## src/vadd_pkg.sv

```systemverilog
// shared widths and types of the vadd datapath, imported by the RTL modules and the testbench
`default_nettype none

package vadd_pkg;

  //////////////////////////////////////////////////////////////////////
  // global memory and length widths
  //////////////////////////////////////////////////////////////////////
  localparam int addr_w    = 32;  // byte address into global memory
  localparam int len_w     = 32;  // vector length in words
  localparam int axi_len_w = 8;   // AXI4 AxLEN field

  typedef logic [addr_w-1:0]    addr_t;
  typedef logic [len_w-1:0]     len_t;
  typedef logic [axi_len_w-1:0] axi_len_t;  // beats minus one

  // which read FIFO the current R burst belongs to
  typedef enum logic {
    vec_a = 1'b0,
    vec_b = 1'b1
  } vec_e;

endpackage : vadd_pkg

`default_nettype wire
```

## src/vadd_top.sv

```systemverilog
// top level of the vadd kernel datapath, linking the AXI4 masters, the FIFOs and the adder
`timescale 1ns/1ps
`default_nettype none

module vadd_top #(
  parameter int data_w     = 32,
  parameter int burst_len  = 16,
  parameter int fifo_depth = 2 * burst_len
) (
  input  logic               ap_clk,
  input  logic               rst_n,
  input  logic               ap_start,
  output logic               ap_rd_done,
  output logic               ap_wr_done,
  input  vadd_pkg::addr_t    a,
  input  vadd_pkg::addr_t    b,
  input  vadd_pkg::addr_t    c,
  input  vadd_pkg::len_t     length_r,
  // AXI4 read channels
  output logic               m_axi_gmem_arvalid,
  input  logic               m_axi_gmem_arready,
  output vadd_pkg::addr_t    m_axi_gmem_araddr,
  output vadd_pkg::axi_len_t m_axi_gmem_arlen,
  input  logic               m_axi_gmem_rvalid,
  output logic               m_axi_gmem_rready,
  input  logic [data_w-1:0]  m_axi_gmem_rdata,
  input  logic               m_axi_gmem_rlast,
  // AXI4 write channels
  output logic               m_axi_gmem_awvalid,
  input  logic               m_axi_gmem_awready,
  output vadd_pkg::addr_t    m_axi_gmem_awaddr,
  output vadd_pkg::axi_len_t m_axi_gmem_awlen,
  output logic               m_axi_gmem_wvalid,
  input  logic               m_axi_gmem_wready,
  output logic [data_w-1:0]  m_axi_gmem_wdata,
  output logic               m_axi_gmem_wlast,
  input  logic               m_axi_gmem_bvalid,
  output logic               m_axi_gmem_bready
);
  import vadd_pkg::*;

  typedef logic [data_w-1:0] word_t;

  logic  start_go;
  logic  rd_idle;
  logic  wr_idle;
  logic  push_a;
  logic  push_b;
  word_t rd_data;
  logic  room_a;
  logic  room_b;
  logic  valid_a;
  logic  valid_b;
  word_t data_a;
  word_t data_b;
  logic  pair_pop;
  logic  sum_push;
  word_t sum_data;
  logic  room_c;
  logic  valid_c;
  word_t data_c;
  logic  pop_c;
  len_t  level_c;

  // a start while either master runs is dropped
  assign start_go = ap_start && rd_idle && wr_idle;

  //////////////////////////////////////////////////////////////////////
  // fetch, execute, store
  //////////////////////////////////////////////////////////////////////
  vadd_read_master #(.data_w(data_w), .burst_len(burst_len)) read_master_i (
    .ap_clk (ap_clk),             .rst_n    (rst_n),
    .start  (start_go),           .a        (a),
    .b      (b),                  .length_r (length_r),
    .arready(m_axi_gmem_arready), .rvalid   (m_axi_gmem_rvalid),
    .rdata  (m_axi_gmem_rdata),   .rlast    (m_axi_gmem_rlast),
    .room_a (room_a),             .room_b   (room_b),
    .arvalid(m_axi_gmem_arvalid), .araddr   (m_axi_gmem_araddr),
    .arlen  (m_axi_gmem_arlen),   .rready   (m_axi_gmem_rready),
    .push_a (push_a),             .push_b   (push_b),
    .push_data(rd_data),          .rd_done  (ap_rd_done),
    .idle   (rd_idle)
  );

  vadd_fifo #(.payload_t(word_t), .depth(fifo_depth), .burst_len(burst_len)) fifo_a_i (
    .ap_clk(ap_clk), .rst_n(rst_n), .push(push_a), .push_data(rd_data), .pop(pair_pop),
    .pop_data(data_a), .valid(valid_a), .has_room(room_a), .full(), .level()
  );

  vadd_fifo #(.payload_t(word_t), .depth(fifo_depth), .burst_len(burst_len)) fifo_b_i (
    .ap_clk(ap_clk), .rst_n(rst_n), .push(push_b), .push_data(rd_data), .pop(pair_pop),
    .pop_data(data_b), .valid(valid_b), .has_room(room_b), .full(), .level()
  );

  // has_room leaves space for the sum still in the adder register
  vadd_adder #(.data_w(data_w)) adder_i (
    .ap_clk(ap_clk), .rst_n(rst_n), .valid_a(valid_a), .valid_b(valid_b),
    .data_a(data_a), .data_b(data_b), .out_room(room_c),
    .pop(pair_pop), .push(sum_push), .push_data(sum_data)
  );

  vadd_fifo #(.payload_t(word_t), .depth(fifo_depth), .burst_len(burst_len)) fifo_c_i (
    .ap_clk(ap_clk), .rst_n(rst_n), .push(sum_push), .push_data(sum_data), .pop(pop_c),
    .pop_data(data_c), .valid(valid_c), .has_room(room_c), .full(), .level(level_c)
  );

  vadd_write_master #(.data_w(data_w), .burst_len(burst_len)) write_master_i (
    .ap_clk    (ap_clk),             .rst_n     (rst_n),
    .start     (start_go),           .c         (c),
    .length_r  (length_r),           .fifo_valid(valid_c),
    .fifo_data (data_c),             .fifo_level(level_c),
    .awready   (m_axi_gmem_awready), .wready    (m_axi_gmem_wready),
    .bvalid    (m_axi_gmem_bvalid),  .fifo_pop  (pop_c),
    .awvalid   (m_axi_gmem_awvalid), .awaddr    (m_axi_gmem_awaddr),
    .awlen     (m_axi_gmem_awlen),   .wvalid    (m_axi_gmem_wvalid),
    .wdata     (m_axi_gmem_wdata),   .wlast     (m_axi_gmem_wlast),
    .bready    (m_axi_gmem_bready),  .wr_done   (ap_wr_done),
    .idle      (wr_idle)
  );

endmodule : vadd_top

`default_nettype wire

```

## src/vadd_write_master.sv

```systemverilog
// AXI4 write master of the vadd kernel, draining the result FIFO into vector c in bursts
`timescale 1ns/1ps
`default_nettype none

module vadd_write_master #(
  parameter int data_w    = 32,
  parameter int burst_len = 16
) (
  input  logic               ap_clk,
  input  logic               rst_n,
  input  logic               start,
  input  vadd_pkg::addr_t    c,
  input  vadd_pkg::len_t     length_r,
  input  logic               fifo_valid,
  input  logic [data_w-1:0]  fifo_data,
  input  vadd_pkg::len_t     fifo_level,
  input  logic               awready,
  input  logic               wready,
  input  logic               bvalid,
  output logic               fifo_pop,
  output logic               awvalid,
  output vadd_pkg::addr_t    awaddr,
  output vadd_pkg::axi_len_t awlen,
  output logic               wvalid,
  output logic [data_w-1:0]  wdata,
  output logic               wlast,
  output logic               bready,
  output logic               wr_done,
  output logic               idle
);
  import vadd_pkg::*;

  localparam addr_t burst_bytes = addr_t'(burst_len * (data_w / 8));
  localparam len_t  burst_words = len_t'(burst_len);

  typedef enum logic [2:0] {
    st_idle,
    st_wait,  // until the FIFO holds the whole next burst
    st_addr,
    st_data,
    st_resp
  } state_e;

  state_e   state;
  addr_t    addr_q;
  len_t     rem_q;
  len_t     beats;
  axi_len_t beat_cnt;
  logic     aw_open;
  logic     beat_ok;

  assign beats    = (rem_q > burst_words) ? burst_words : rem_q;
  assign wvalid   = (state == st_data) && fifo_valid;
  assign wdata    = fifo_data;
  assign wlast    = (state == st_data) && (beat_cnt == awlen);
  assign beat_ok  = wvalid && wready;
  assign fifo_pop = beat_ok;
  assign bready   = (state == st_resp);
  assign idle     = (state == st_idle);

  //////////////////////////////////////////////////////////////////////
  // per burst: address, data, response
  //////////////////////////////////////////////////////////////////////
  always_ff @(posedge ap_clk or negedge rst_n) begin
    if (!rst_n) begin
      state    <= st_idle;
      addr_q   <= '0;
      rem_q    <= '0;
      awvalid  <= 1'b0;
      awaddr   <= '0;
      awlen    <= '0;
      beat_cnt <= '0;
      wr_done  <= 1'b0;
    end else begin
      wr_done <= 1'b0;
      case (state)
        st_idle: begin
          if (start) begin
            addr_q <= c;
            rem_q  <= length_r;
            if (length_r == '0) wr_done <= 1'b1;
            else state <= st_wait;
          end
        end
        st_wait: begin
          if (fifo_level >= beats) begin
            awvalid <= 1'b1;
            awaddr  <= addr_q;
            awlen   <= axi_len_t'(beats - 1'b1);
            state   <= st_addr;
          end
        end
        st_addr: begin
          if (awready) begin
            awvalid  <= 1'b0;
            beat_cnt <= '0;
            addr_q   <= addr_q + burst_bytes;
            rem_q    <= rem_q - beats;
            state    <= st_data;
          end
        end
        st_data: begin
          if (beat_ok) begin
            beat_cnt <= beat_cnt + 1'b1;
            if (wlast) state <= st_resp;
          end
        end
        st_resp: begin
          if (bvalid) begin
            if (rem_q == '0) begin
              wr_done <= 1'b1;  // final B seen
              state   <= st_idle;
            end else begin
              state <= st_wait;
            end
          end
        end
        default: state <= st_idle;
      endcase
    end
  end

  // tracks the window between an AW handshake and the last W beat
  always_ff @(posedge ap_clk or negedge rst_n) begin
    if (!rst_n) begin
      aw_open <= 1'b0;
    end else if (awvalid && awready) begin
      aw_open <= 1'b1;
    end else if (beat_ok && wlast) begin
      aw_open <= 1'b0;
    end
  end

  w_after_aw: assert property (@(posedge ap_clk) disable iff (!rst_n) wvalid |-> aw_open);

endmodule : vadd_write_master

`default_nettype wire

```

## src/vadd_adder.sv

```systemverilog
// execute stage of the vadd kernel, pairing a and b words and registering their sum
`timescale 1ns/1ps
`default_nettype none

module vadd_adder #(
  parameter int data_w = 32
) (
  input  logic              ap_clk,
  input  logic              rst_n,
  input  logic              valid_a,
  input  logic              valid_b,
  input  logic [data_w-1:0] data_a,
  input  logic [data_w-1:0] data_b,
  input  logic              out_room,
  output logic              pop,
  output logic              push,
  output logic [data_w-1:0] push_data
);

  // one pair per cycle when both operands wait and the result side has space
  assign pop = valid_a && valid_b && out_room;

  always_ff @(posedge ap_clk or negedge rst_n) begin
    if (!rst_n) begin
      push <= 1'b0;
    end else begin
      push <= pop;  // one cycle behind the pop
    end
  end

  always_ff @(posedge ap_clk) begin
    if (pop) push_data <= data_a + data_b;  // wraps at data_w bits
  end

endmodule : vadd_adder

`default_nettype wire

```

## src/vadd_read_master.sv

```systemverilog
// AXI4 read master of the vadd kernel, fetching a and b in alternating bursts into two FIFOs
`timescale 1ns/1ps
`default_nettype none

module vadd_read_master #(
  parameter int data_w    = 32,
  parameter int burst_len = 16
) (
  input  logic               ap_clk,
  input  logic               rst_n,
  input  logic               start,
  input  vadd_pkg::addr_t    a,
  input  vadd_pkg::addr_t    b,
  input  vadd_pkg::len_t     length_r,
  input  logic               arready,
  input  logic               rvalid,
  input  logic [data_w-1:0]  rdata,
  input  logic               rlast,
  input  logic               room_a,
  input  logic               room_b,
  output logic               arvalid,
  output vadd_pkg::addr_t    araddr,
  output vadd_pkg::axi_len_t arlen,
  output logic               rready,
  output logic               push_a,
  output logic               push_b,
  output logic [data_w-1:0]  push_data,
  output logic               rd_done,
  output logic               idle
);
  import vadd_pkg::*;

  localparam addr_t burst_bytes = addr_t'(burst_len * (data_w / 8));
  localparam len_t  burst_words = len_t'(burst_len);

  typedef enum logic [1:0] {
    st_idle,
    st_wait,  // waiting on FIFO room for the current vector
    st_addr,
    st_data
  } state_e;

  state_e   state;
  vec_e     cur;
  addr_t    addr_a;
  addr_t    addr_b;
  len_t     rem_a;
  len_t     rem_b;
  len_t     cur_rem;
  len_t     beats;
  logic     cur_room;
  logic     beat_ok;
  axi_len_t beat_cnt;

  assign cur_rem  = (cur == vec_a) ? rem_a : rem_b;
  assign cur_room = (cur == vec_a) ? room_a : room_b;
  assign beats    = (cur_rem > burst_words) ? burst_words : cur_rem;  // short final burst
  assign beat_ok  = rvalid && rready;

  assign rready    = (state == st_data);  // only while a burst is outstanding
  assign idle      = (state == st_idle);
  assign push_a    = beat_ok && (cur == vec_a);
  assign push_b    = beat_ok && (cur == vec_b);
  assign push_data = rdata;

  //////////////////////////////////////////////////////////////////////
  // burst sequencing, a then b then a again
  //////////////////////////////////////////////////////////////////////
  always_ff @(posedge ap_clk or negedge rst_n) begin
    if (!rst_n) begin
      state    <= st_idle;
      cur      <= vec_a;
      addr_a   <= '0;
      addr_b   <= '0;
      rem_a    <= '0;
      rem_b    <= '0;
      arvalid  <= 1'b0;
      araddr   <= '0;
      arlen    <= '0;
      beat_cnt <= '0;
      rd_done  <= 1'b0;
    end else begin
      rd_done <= 1'b0;
      case (state)
        st_idle: begin
          if (start) begin
            addr_a <= a;
            addr_b <= b;
            rem_a  <= length_r;
            rem_b  <= length_r;
            cur    <= vec_a;
            if (length_r == '0) rd_done <= 1'b1;  // nothing to fetch
            else state <= st_wait;
          end
        end
        st_wait: begin
          if (cur_room) begin
            arvalid <= 1'b1;
            araddr  <= (cur == vec_a) ? addr_a : addr_b;
            arlen   <= axi_len_t'(beats - 1'b1);
            state   <= st_addr;
          end
        end
        st_addr: begin
          if (arready) begin
            arvalid  <= 1'b0;
            beat_cnt <= '0;
            state    <= st_data;
            if (cur == vec_a) begin
              addr_a <= addr_a + burst_bytes;
              rem_a  <= rem_a - beats;
            end else begin
              addr_b <= addr_b + burst_bytes;
              rem_b  <= rem_b - beats;
            end
          end
        end
        st_data: begin
          if (beat_ok) begin
            beat_cnt <= beat_cnt + 1'b1;
            if (rlast) begin
              if ((cur == vec_b) && (rem_b == '0)) begin
                rd_done <= 1'b1;  // last beat of b
                state   <= st_idle;
              end else begin
                cur   <= (cur == vec_a) ? vec_b : vec_a;
                state <= st_wait;
              end
            end
          end
        end
        default: state <= st_idle;
      endcase
    end
  end

  // memory must close each burst on the beat the AR asked for
  rlast_on_last_beat: assert property (@(posedge ap_clk) disable iff (!rst_n)
    beat_ok |-> (rlast == (beat_cnt == arlen)));

endmodule : vadd_read_master

`default_nettype wire

```

## src/vadd_fifo.sv

```systemverilog
// synchronous first-word-fall-through FIFO, one per read vector and one for the write path
`timescale 1ns/1ps
`default_nettype none

module vadd_fifo #(
  parameter type payload_t = logic [31:0],
  parameter int  depth     = 32,
  parameter int  burst_len = 16
) (
  input  logic           ap_clk,
  input  logic           rst_n,
  input  logic           push,
  input  payload_t       push_data,
  input  logic           pop,
  output payload_t       pop_data,
  output logic           valid,
  output logic           has_room,
  output logic           full,
  output vadd_pkg::len_t level
);
  import vadd_pkg::*;

  localparam int ptr_w = (depth > 1) ? $clog2(depth) : 1;
  localparam int cnt_w = $clog2(depth + 1);
  localparam logic [cnt_w-1:0] room_limit = cnt_w'(depth - burst_len);  // max count with a burst free

  payload_t         mem [depth];
  logic [ptr_w-1:0] wr_ptr;
  logic [ptr_w-1:0] rd_ptr;
  logic [cnt_w-1:0] count;

  function automatic logic [ptr_w-1:0] next_ptr(input logic [ptr_w-1:0] ptr);
    return (ptr == ptr_w'(depth - 1)) ? '0 : ptr + 1'b1;  // wrap for any depth
  endfunction

  always_ff @(posedge ap_clk) begin
    if (push) mem[wr_ptr] <= push_data;
  end

  always_ff @(posedge ap_clk or negedge rst_n) begin
    if (!rst_n) begin
      wr_ptr <= '0;
      rd_ptr <= '0;
      count  <= '0;
    end else begin
      if (push) wr_ptr <= next_ptr(wr_ptr);
      if (pop)  rd_ptr <= next_ptr(rd_ptr);
      case ({push, pop})
        2'b10:   count <= count + 1'b1;
        2'b01:   count <= count - 1'b1;
        default: count <= count;  // both or neither
      endcase
    end
  end

  assign pop_data = mem[rd_ptr];   // head word shows without a read strobe
  assign valid    = (count != '0);
  assign full     = (count == cnt_w'(depth));
  assign has_room = (count <= room_limit);
  assign level    = len_t'(count);

  no_push_when_full: assert property (@(posedge ap_clk) disable iff (!rst_n) push |-> !full);
  no_pop_when_empty: assert property (@(posedge ap_clk) disable iff (!rst_n) pop |-> valid);

endmodule : vadd_fifo

`default_nettype wire

```

## config.mk

```make
export PLATFORM = sky130hd
export DESIGN_NAME = vadd_top
export DESIGN_NICKNAME = d
export VERILOG_FILES = /design/src/vadd_pkg.sv /design/src/vadd_top.sv /design/src/vadd_write_master.sv /design/src/vadd_adder.sv /design/src/vadd_read_master.sv /design/src/vadd_fifo.sv
export SDC_FILE = /design/constraint.sdc
export NUM_CORES = 2
export LEC_CHECK = 0
export BUFFER_PORTS_ARGS = -buffer_cell sky130_fd_sc_hd__buf_2
export CORE_MARGIN = 2
export CORE_UTILIZATION = 60
export CTS_CLUSTER_SIZE = 14
export DETAILED_ROUTE_END_ITERATION = 16
export GPL_TIMING_DRIVEN = 0
export PLACE_DENSITY = 0.77
export SETUP_SLACK_MARGIN = 0.05
export SLEW_MARGIN = 25
export SYNTH_ARGS = -nofsm -noshare
export SYNTH_HDL_FRONTEND = slang
export SYNTH_SLANG_ARGS = --single-unit
```

## constraint.sdc

```tcl
create_clock -name ap_clk -period 7.4 [get_ports ap_clk]
set_input_delay 1.48 -clock ap_clk [delete_from_list [all_inputs] [get_ports ap_clk]]
set_output_delay 1.48 -clock ap_clk [all_outputs]
set_load 0.02 [all_outputs]
```

Yosys cells after proc, flatten, opt, wreduce, memory -nomap -nowiden
Memories as Yosys holds them, arrays and structs flattened. Index checks and enable logic that the tools add are counted.

Flip-flop bits (word level): 371. Memory bits (writable): 3072. Input port bits: 169. Memories: 3.

$add $sub $neg: 22. Magnitude comparators: 6. Eq/ne operators: 36. Mux-type cells: 81. Bitwise logic cells: 1. Reductions and logical operators: 39.

Memories: fifo_a_i.mem (depth 32, bits a word 32, read ports 1, clocked after memory_dff 0, write ports 1, line vadd_fifo.sv:27) `payload_t mem [depth];`; fifo_b_i.mem (depth 32, bits a word 32, read ports 1, clocked after memory_dff 0, write ports 1, line vadd_fifo.sv:27); fifo_c_i.mem (depth 32, bits a word 32, read ports 1, clocked after memory_dff 0, write ports 1, line vadd_fifo.sv:27).

Operators by type and width (count): 32-bit 2-to-1 mux (18); 32-bit case mux with 2 select lines (6); 32-bit by 7-bit adder with 32-bit output (second input constant) (3); 32-bit zero test (3); 32-bit subtractor (3); 32-bit by 5-bit greater-than comparator with 1-bit output (second input constant) (2); 6-bit case mux with 2 select lines (3); 32-bit adder (1); 6-bit by 32-bit greater-or-equal comparator with 1-bit output (1); 5-bit by 1-bit adder with 5-bit output (second input constant) (6); 5-bit == test (second input constant) (6); 5-bit 2-to-1 mux (6); 1-bit 2-to-1 mux (25); 2-bit inequality test (second input constant) (11); 3-bit 2-to-1 mux (7); 6-bit by 1-bit adder with 6-bit output (second input constant) (3); 6-bit by 5-bit less-or-equal comparator with 1-bit output (second input constant) (3); 2-bit nonzero test (9); 6-bit nonzero test (3); 6-bit by 1-bit subtractor with 6-bit output (second input constant) (3); 8-bit 2-to-1 mux (2); 8-bit case mux with 2 select lines (1); 8-bit by 1-bit subtractor with 8-bit output (second input constant) (2); 3-bit case mux with 5 select lines (1); other kinds (21) (57).

Longest topological paths before layout
Depth in word-level cells: 7. Gate-level depth with buffers: 23. Mapped depth without buffers: 22.

Modules after synthesis
From an unflattened synthesis, not the netlist that was laid out.

Cells, all modules: 8514. Area, all modules: 143776.6 um2.

Modules (own cells, without submodules): vadd_fifo (fifo_b_i) (times used 1, cells each 2203, area each 41024.3 um2); vadd_fifo (fifo_c_i) (times used 1, cells each 1870, area each 40303.7 um2); vadd_fifo (fifo_a_i) (times used 1, cells each 1859, area each 40063.4 um2); vadd_read_master (times used 1, cells each 1496, area each 12343.1 um2); vadd_write_master (times used 1, cells each 811, area each 7295.7 um2); vadd_adder (times used 1, cells each 274, area each 2740.1 um2); vadd_top (times used 1, cells each 1, area each 6.3 um2).

Least setup slack after synthesis
OpenSTA, ideal clock, no wires.

Path kind: reg-to-reg. Start: register fifo_b_i.rd_ptr[0]. End: register adder_i.push_data[31] (data pin). Setup time: 0.260 ns. Arrival time: 5.326 ns. Data required time: 7.140 ns. Setup slack: 1.814 ns. Stages on the path, launching flop included: 21. Period minus slack after synthesis: 5.586 ns. Path through: dfrtp_1 -> clkbuf_1 -> buf_1 -> buf_1 -> mux4_2 -> mux4_2 -> mux2i_1 -> inv_1 -> ha_1 -> a21o_1 -> a21o_1 -> a21oi_1 -> o21ai_0 -> o41ai_1 -> a31oi_1 -> a21oi_1 -> o21ai_0 -> o41a_1 -> a21o_1 -> a21oi_1 -> xnor2_1.

Word-level cells in the longest chain between the ends: 2.

Ends and longest elaborated chain: start, declared (line vadd_fifo.sv:29) `logic [ptr_w-1:0] rd_ptr;`; start signal, assigned (line vadd_fifo.sv:47) `if (pop) rd_ptr <= next_ptr(rd_ptr);`; memory read 32 x 32 bit; 32-bit adder (line vadd_adder.sv:32) `if (pop) push_data <= data_a + data_b;`; end signal, assigned (line vadd_adder.sv:32); end, declared (line vadd_adder.sv:17) `output logic [data_w-1:0] push_data`.

No other way between the ends. A chain may end at the register's enable or synchronous reset.

Final worst setup path
Start: register fifo_b_i.rd_ptr[1]. End: register adder_i.push_data[31] (data pin).

Same word-level chain as after synthesis.

==> run_summary.xml <==
<?xml version="1.0" encoding="UTF-8"?>
<metrics>
  <group name="timing">
    <metric name="max_freq" unit="GHz">0.1366</metric>
    <metric name="finalWorstPathRequiredPeriod" unit="ns">7.319</metric>
    <metric name="final_max_slew_viol_count" unit="">0</metric>
    <metric name="min_period_over_period" unit="%">98.90</metric>
    <metric name="setup-violations-final" unit="">0</metric>
    <metric name="finalHoldViolations" unit="">0</metric>
    <metric name="layout_setup_ws" unit="ns">0.08117</metric>
    <metric name="setup_repair_after_global_routing_missed_its_margin" unit="">yes</metric>
    <metric name="max_slew.worst_pin.slew" unit="ns">1.155</metric>
    <metric name="worst_slew_margin_rel" unit="%">22.43</metric>
    <metric name="skew" unit="ns">0.08797</metric>
  </group>
  <group name="clocking">
    <metric name="root_buffer" unit="">clkbuf_16</metric>
    <metric name="post_cts_buffers" unit="">0</metric>
    <metric name="cts_tree" unit="">yes</metric>
    <metric name="cts.clk_slew.worst_paths" unit="ns">0.07</metric>
    <metric name="insertion_delay" unit="ns">1.02</metric>
    <metric name="cts.sink_count" unit="">3443</metric>
    <metric name="max-clock-path-buffers" unit="">4</metric>
    <metric name="tritoncts.num_buffers" unit="">356</metric>
    <metric name="count_of_h_tree_levels_built_during_cts" unit="">5</metric>
  </group>
  <group name="worst_setup_path">
    <metric name="critPathCaptureType" unit="">flip-flop</metric>
    <metric name="crit_fanout" unit="">10</metric>
    <metric name="timing.critical_path.buf_inv" unit="">4</metric>
    <metric name="critical_path.slowest_cell" unit="">clkbuf_1</metric>
    <metric name="sort_of_element_at_the_start_of_the_critical_path" unit="">flip-flop</metric>
    <metric name="critical_path.max_stage_delay" unit="ns">0.76</metric>
    <metric name="worst-endpoint-required" unit="ns">8.09</metric>
    <metric name="cp.arrival" unit="ns">8.01</metric>
    <metric name="critical_path.cell_chain" unit="">clkbuf_1, clkbuf_1, clkbuf_2, mux4_2, mux4_2, mux2i_1, inv_1, ha_1, a21o_1, a21o_1, a21oi_1, o21ai_0, o41ai_2, a31oi_1, a21oi_1, o21ai_0, o41a_1, a21o_1, a21oi_1, xnor2_1</metric>
    <metric name="critical_path.startpoint" unit="">fifo_b_i.rd_ptr[1]</metric>
    <metric name="r2r-start" unit="">fifo_b_i.rd_ptr[1]</metric>
    <metric name="worst_path_class_setup" unit="">reg2reg</metric>
    <metric name="cp_top_family" unit="">compound AO/OA/AOI/OAI gates</metric>
  </group>
  <group name="detailed_routing">
    <metric name="route.detailed.vias_per_inst" unit="">6.929</metric>
    <metric name="vias" unit="">78840</metric>
    <metric name="drtAntennaViolNets" unit="">0</metric>
    <metric name="detail_route.first_pass.iterations" unit="">6</metric>
    <metric name="routed_wl" unit="um">399000</metric>
    <metric name="dr.first_iter.drc_count" unit="">11580</metric>
    <metric name="wire_per_inst" unit="um">35.07</metric>
    <metric name="drc" unit="">0</metric>
  </group>
  <group name="place">
    <metric name="place.gp.congestion" unit="">0.9297</metric>
    <metric name="io_buffers" unit="">288</metric>
    <metric name="dp_hpwl" unit="um">249700</metric>
    <metric name="pre_cts_ws" unit="ns">-0.1821</metric>
  </group>
  <group name="floorplan">
    <metric name="core_area" unit="sq um">232100</metric>
    <metric name="floorplan.die_area" unit="sq um">236700</metric>
    <metric name="die-height" unit="um">486.5</metric>
    <metric name="start_util" unit="%">60.18</metric>
    <metric name="chipWidth" unit="um">486.5</metric>
    <metric name="core.rowCount" unit="">177</metric>
    <metric name="top_ports" unit="">289</metric>
  </group>
  <group name="synthesis">
    <metric name="count_of_distinct_cell_types_in_the_synthesized_netlist" unit="">85</metric>
    <metric name="ys_seq_elements" unit="">3443</metric>
    <metric name="netlist_instances" unit="">7171</metric>
    <metric name="seq_area_frac_synth" unit="%">72.81</metric>
    <metric name="mappedNetlistArea" unit="sq um">139700</metric>
    <metric name="synth.avg_cell_area" unit="sq um">19.48</metric>
    <metric name="synth_flop_cell" unit="">edfxtp_1</metric>
    <metric name="synthesis.yosys.warnings" unit="">0</metric>
    <metric name="ys_async_sr_fraction" unit="%">9.846</metric>
    <metric name="number_of_synthesized_flops_with_an_enable_pin" unit="">3104</metric>
  </group>
  <group name="grt">
    <metric name="grt_pass1_wl" unit="um">568800</metric>
    <metric name="antenna_found_initial" unit="">17</metric>
    <metric name="globalRoute.totalOverflow" unit="">0</metric>
    <metric name="grt_max_degree" unit="">92</metric>
    <metric name="vias_in_the_first_global_route" unit="">80220</metric>
    <metric name="grtUsageTotal" unit="%">33.80</metric>
  </group>
  <group name="cells_and_area">
    <metric name="area_growth_syn_to_fin" unit="%">15.86</metric>
    <metric name="final_layout_size_suffix_gt1_share" unit="%">27.48</metric>
    <metric name="num-nets-final" unit="">8375</metric>
  </group>
  <group name="min_path">
    <metric name="hp-class" unit="">in2async</metric>
  </group>
  <group name="power">
    <metric name="power.static_leakage" unit="nW">53.69</metric>
    <metric name="power-per-cell-area" unit="nW/um^2">426.4</metric>
    <metric name="total_power" unit="mW">69.00</metric>
    <metric name="ir_drop" unit="mV">0.6047</metric>
  </group>
  <group name="outcome">
    <metric name="status" unit="">completed</metric>
  </group>
  <group name="job">
    <metric name="timing.max_cap.violations" unit="">0</metric>
  </group>
</metrics>
stage by stage:
| stage | instance area [sq um] | std cells | setup TNS, ns | utilization [%] | hold slack (ns) |
|---|---|---|---|---|---|
| finish | 161800 | 11380 | 0 | 69.72 | 0.4047 |
| global route | 161800 | 11370 | 0 | 69.72 | 0.3985 |
| detailed placement | 150100 | 10730 | -0.1821 | 64.68 | 0.4660 |
| floorplan | 139900 | 7224 | 0 | - | 0.4417 |
| CTS | 161400 | 11350 | 0 | 69.53 | 0.3636 |
| global placement | 145100 | 10560 | -804.52 | 62.53 | 0.4558 |
path summary, 6_finish.rpt:
kind	end	slack [ns]	cells past startpoint
worst min-delay path	fifo_c_i.rd_ptr[4]	0.40	1
worst max-delay path	adder_i.push_data[31]	0.08	20
max in group asynchronous	read_master_i.arvalid	5.25	4
worst min register to register	read_master_i.arlen[2]	0.47	2
min in group ap_clk	read_master_i.arlen[2]	0.47	2
worst max register to register	adder_i.push_data[31]	0.08	20
cell families (layout without fill, tap and decap cells):
group / count (synthesis) / after routing / synth area share, %
simple gates: 1019 / 1019 / 3.370
buf+inv: 441 / 1543 / 1.186
mux: 1148 / 1148 / 16.95
xor+xnor: 113 / 113 / 0.7086
other cells: 1 / 63 / 0.002685
flops: 3443 / 3443 / 72.81
compound gates: 853 / 853 / 3.573
fa+ha+maj: 153 / 153 / 1.397
layout by cell type, fill, tap and decap left out, types with 54 or more instances in the layout:
master     count
clkbuf_1     299
a21oi_1      314
xnor2_1       67
mux2_2       141
ha_1         144
mux4_2       960
clkinv_1      74
clkbuf_16    359
edfxtp_1    3104
dfrtp_1      339
nand2_1      348
buf_2        281
nor2_4        96
nand3_1       83
conb_1        54
buf_12        58
nor2_1       193
buf_16       109
clkbuf_2      69
inv_1         77
o21ai_0      260
a21o_1        59
clkinv_2      56
layout make-up:
| type | count | area (sq um) |
|---|---|---|
| clock inverters | 185 | 1812 |
| well taps | 3043 | 3807 |
| clock buffers | 443 | 9419 |
| inverters | 78 | 295.3 |
| plain buffers | 363 | 1511 |
| multi-input cells | 3340 | 37290 |
| fillers | 13560 | 70270 |
| flip-flops and latches | 3443 | 101700 |
| diodes | 9 | 22.52 |
| repair buffers | 474 | 5971 |
registers in the layout, indices dropped and copies added, names as in the netlist, 6 cells and up:
register / cells
fifo_c_i.count: 6
fifo_b_i.mem: 1024
read_master_i.rem_b: 32
fifo_b_i.count: 6
read_master_i.rem_a: 32
write_master_i.beat_cnt: 8
fifo_a_i.count: 6
write_master_i.addr_q: 32
write_master_i.awlen: 8
fifo_c_i.mem: 1024
fifo_a_i.mem: 1024
read_master_i.arlen: 8
read_master_i.addr_b: 32
adder_i.push_data: 32
write_master_i.rem_q: 32
read_master_i.addr_a: 32
write_master_i.awaddr: 32
read_master_i.araddr: 32
synthesized netlist by cell type, drive strengths merged (5+ instances only):
library cell / n / area [sq um]
edfxtp: 3104 / 93210
mux4: 960 / 21620
nand2: 348 / 1306
dfrtp: 339 / 8483
a21oi: 315 / 1580
nor2: 289 / 1085
o21ai: 279 / 1396
clkbuf: 272 / 1021
ha: 144 / 1802
mux2: 141 / 1588
buf: 91 / 342.8
nand3: 84 / 425.4
inv: 78 / 292.8
xnor2: 71 / 621.9
a21o: 59 / 442.9
nor3: 48 / 245.2
mux2i: 47 / 470.5
and3: 44 / 275.3
nor2b: 43 / 269.0
o22ai: 42 / 269.0
xor2: 42 / 367.9
nor4: 30 / 202.7
nand4: 28 / 175.2
nand2b: 25 / 156.4
a31oi: 21 / 131.4
or3: 19 / 118.9
o31ai: 17 / 141.4
or4: 17 / 131.4
a211oi: 14 / 105.1
o21bai: 14 / 105.1
and2: 13 / 81.33
nand3b: 12 / 90.09
o21a: 9 / 67.56
a22oi: 7 / 57.55
or2: 7 / 43.79
fa: 6 / 120.1
o211ai: 6 / 50.05
o22a: 6 / 52.55
a21boi: 5 / 37.54
or3b: 5 / 43.79
per-layer routing:
metal / share of wire (%) / vias up / GRT usage [%] / wire length (um)
met5: 0.014 / - / 0 / 57
met4: 5.7 / 8 / 16.57 / 22850
met3: 12 / 1226 / 8.081 / 47510
met2: 48 / 5964 / 54.04 / 192500
met1: 34 / 40520 / 44.13 / 136100
li1: - / 31130 / - / -
report_power, final:
group / internal (mW) / leakage [nW] / switching (mW)
clock: 10.2 / 5.50 / 7.47
sequential: 23.8 / 32.0 / 1.47
combinational: 10.0 / 16.2 / 16.0
timing repair:
action / in CTS / in global routing
hold buffers: 0 / 0
setup endpoints to repair: 3 / 2
pin swaps: 0 / 0
gates resized for setup: 22 / 13
No activity file was read; power rests on OpenSTA's default activity.
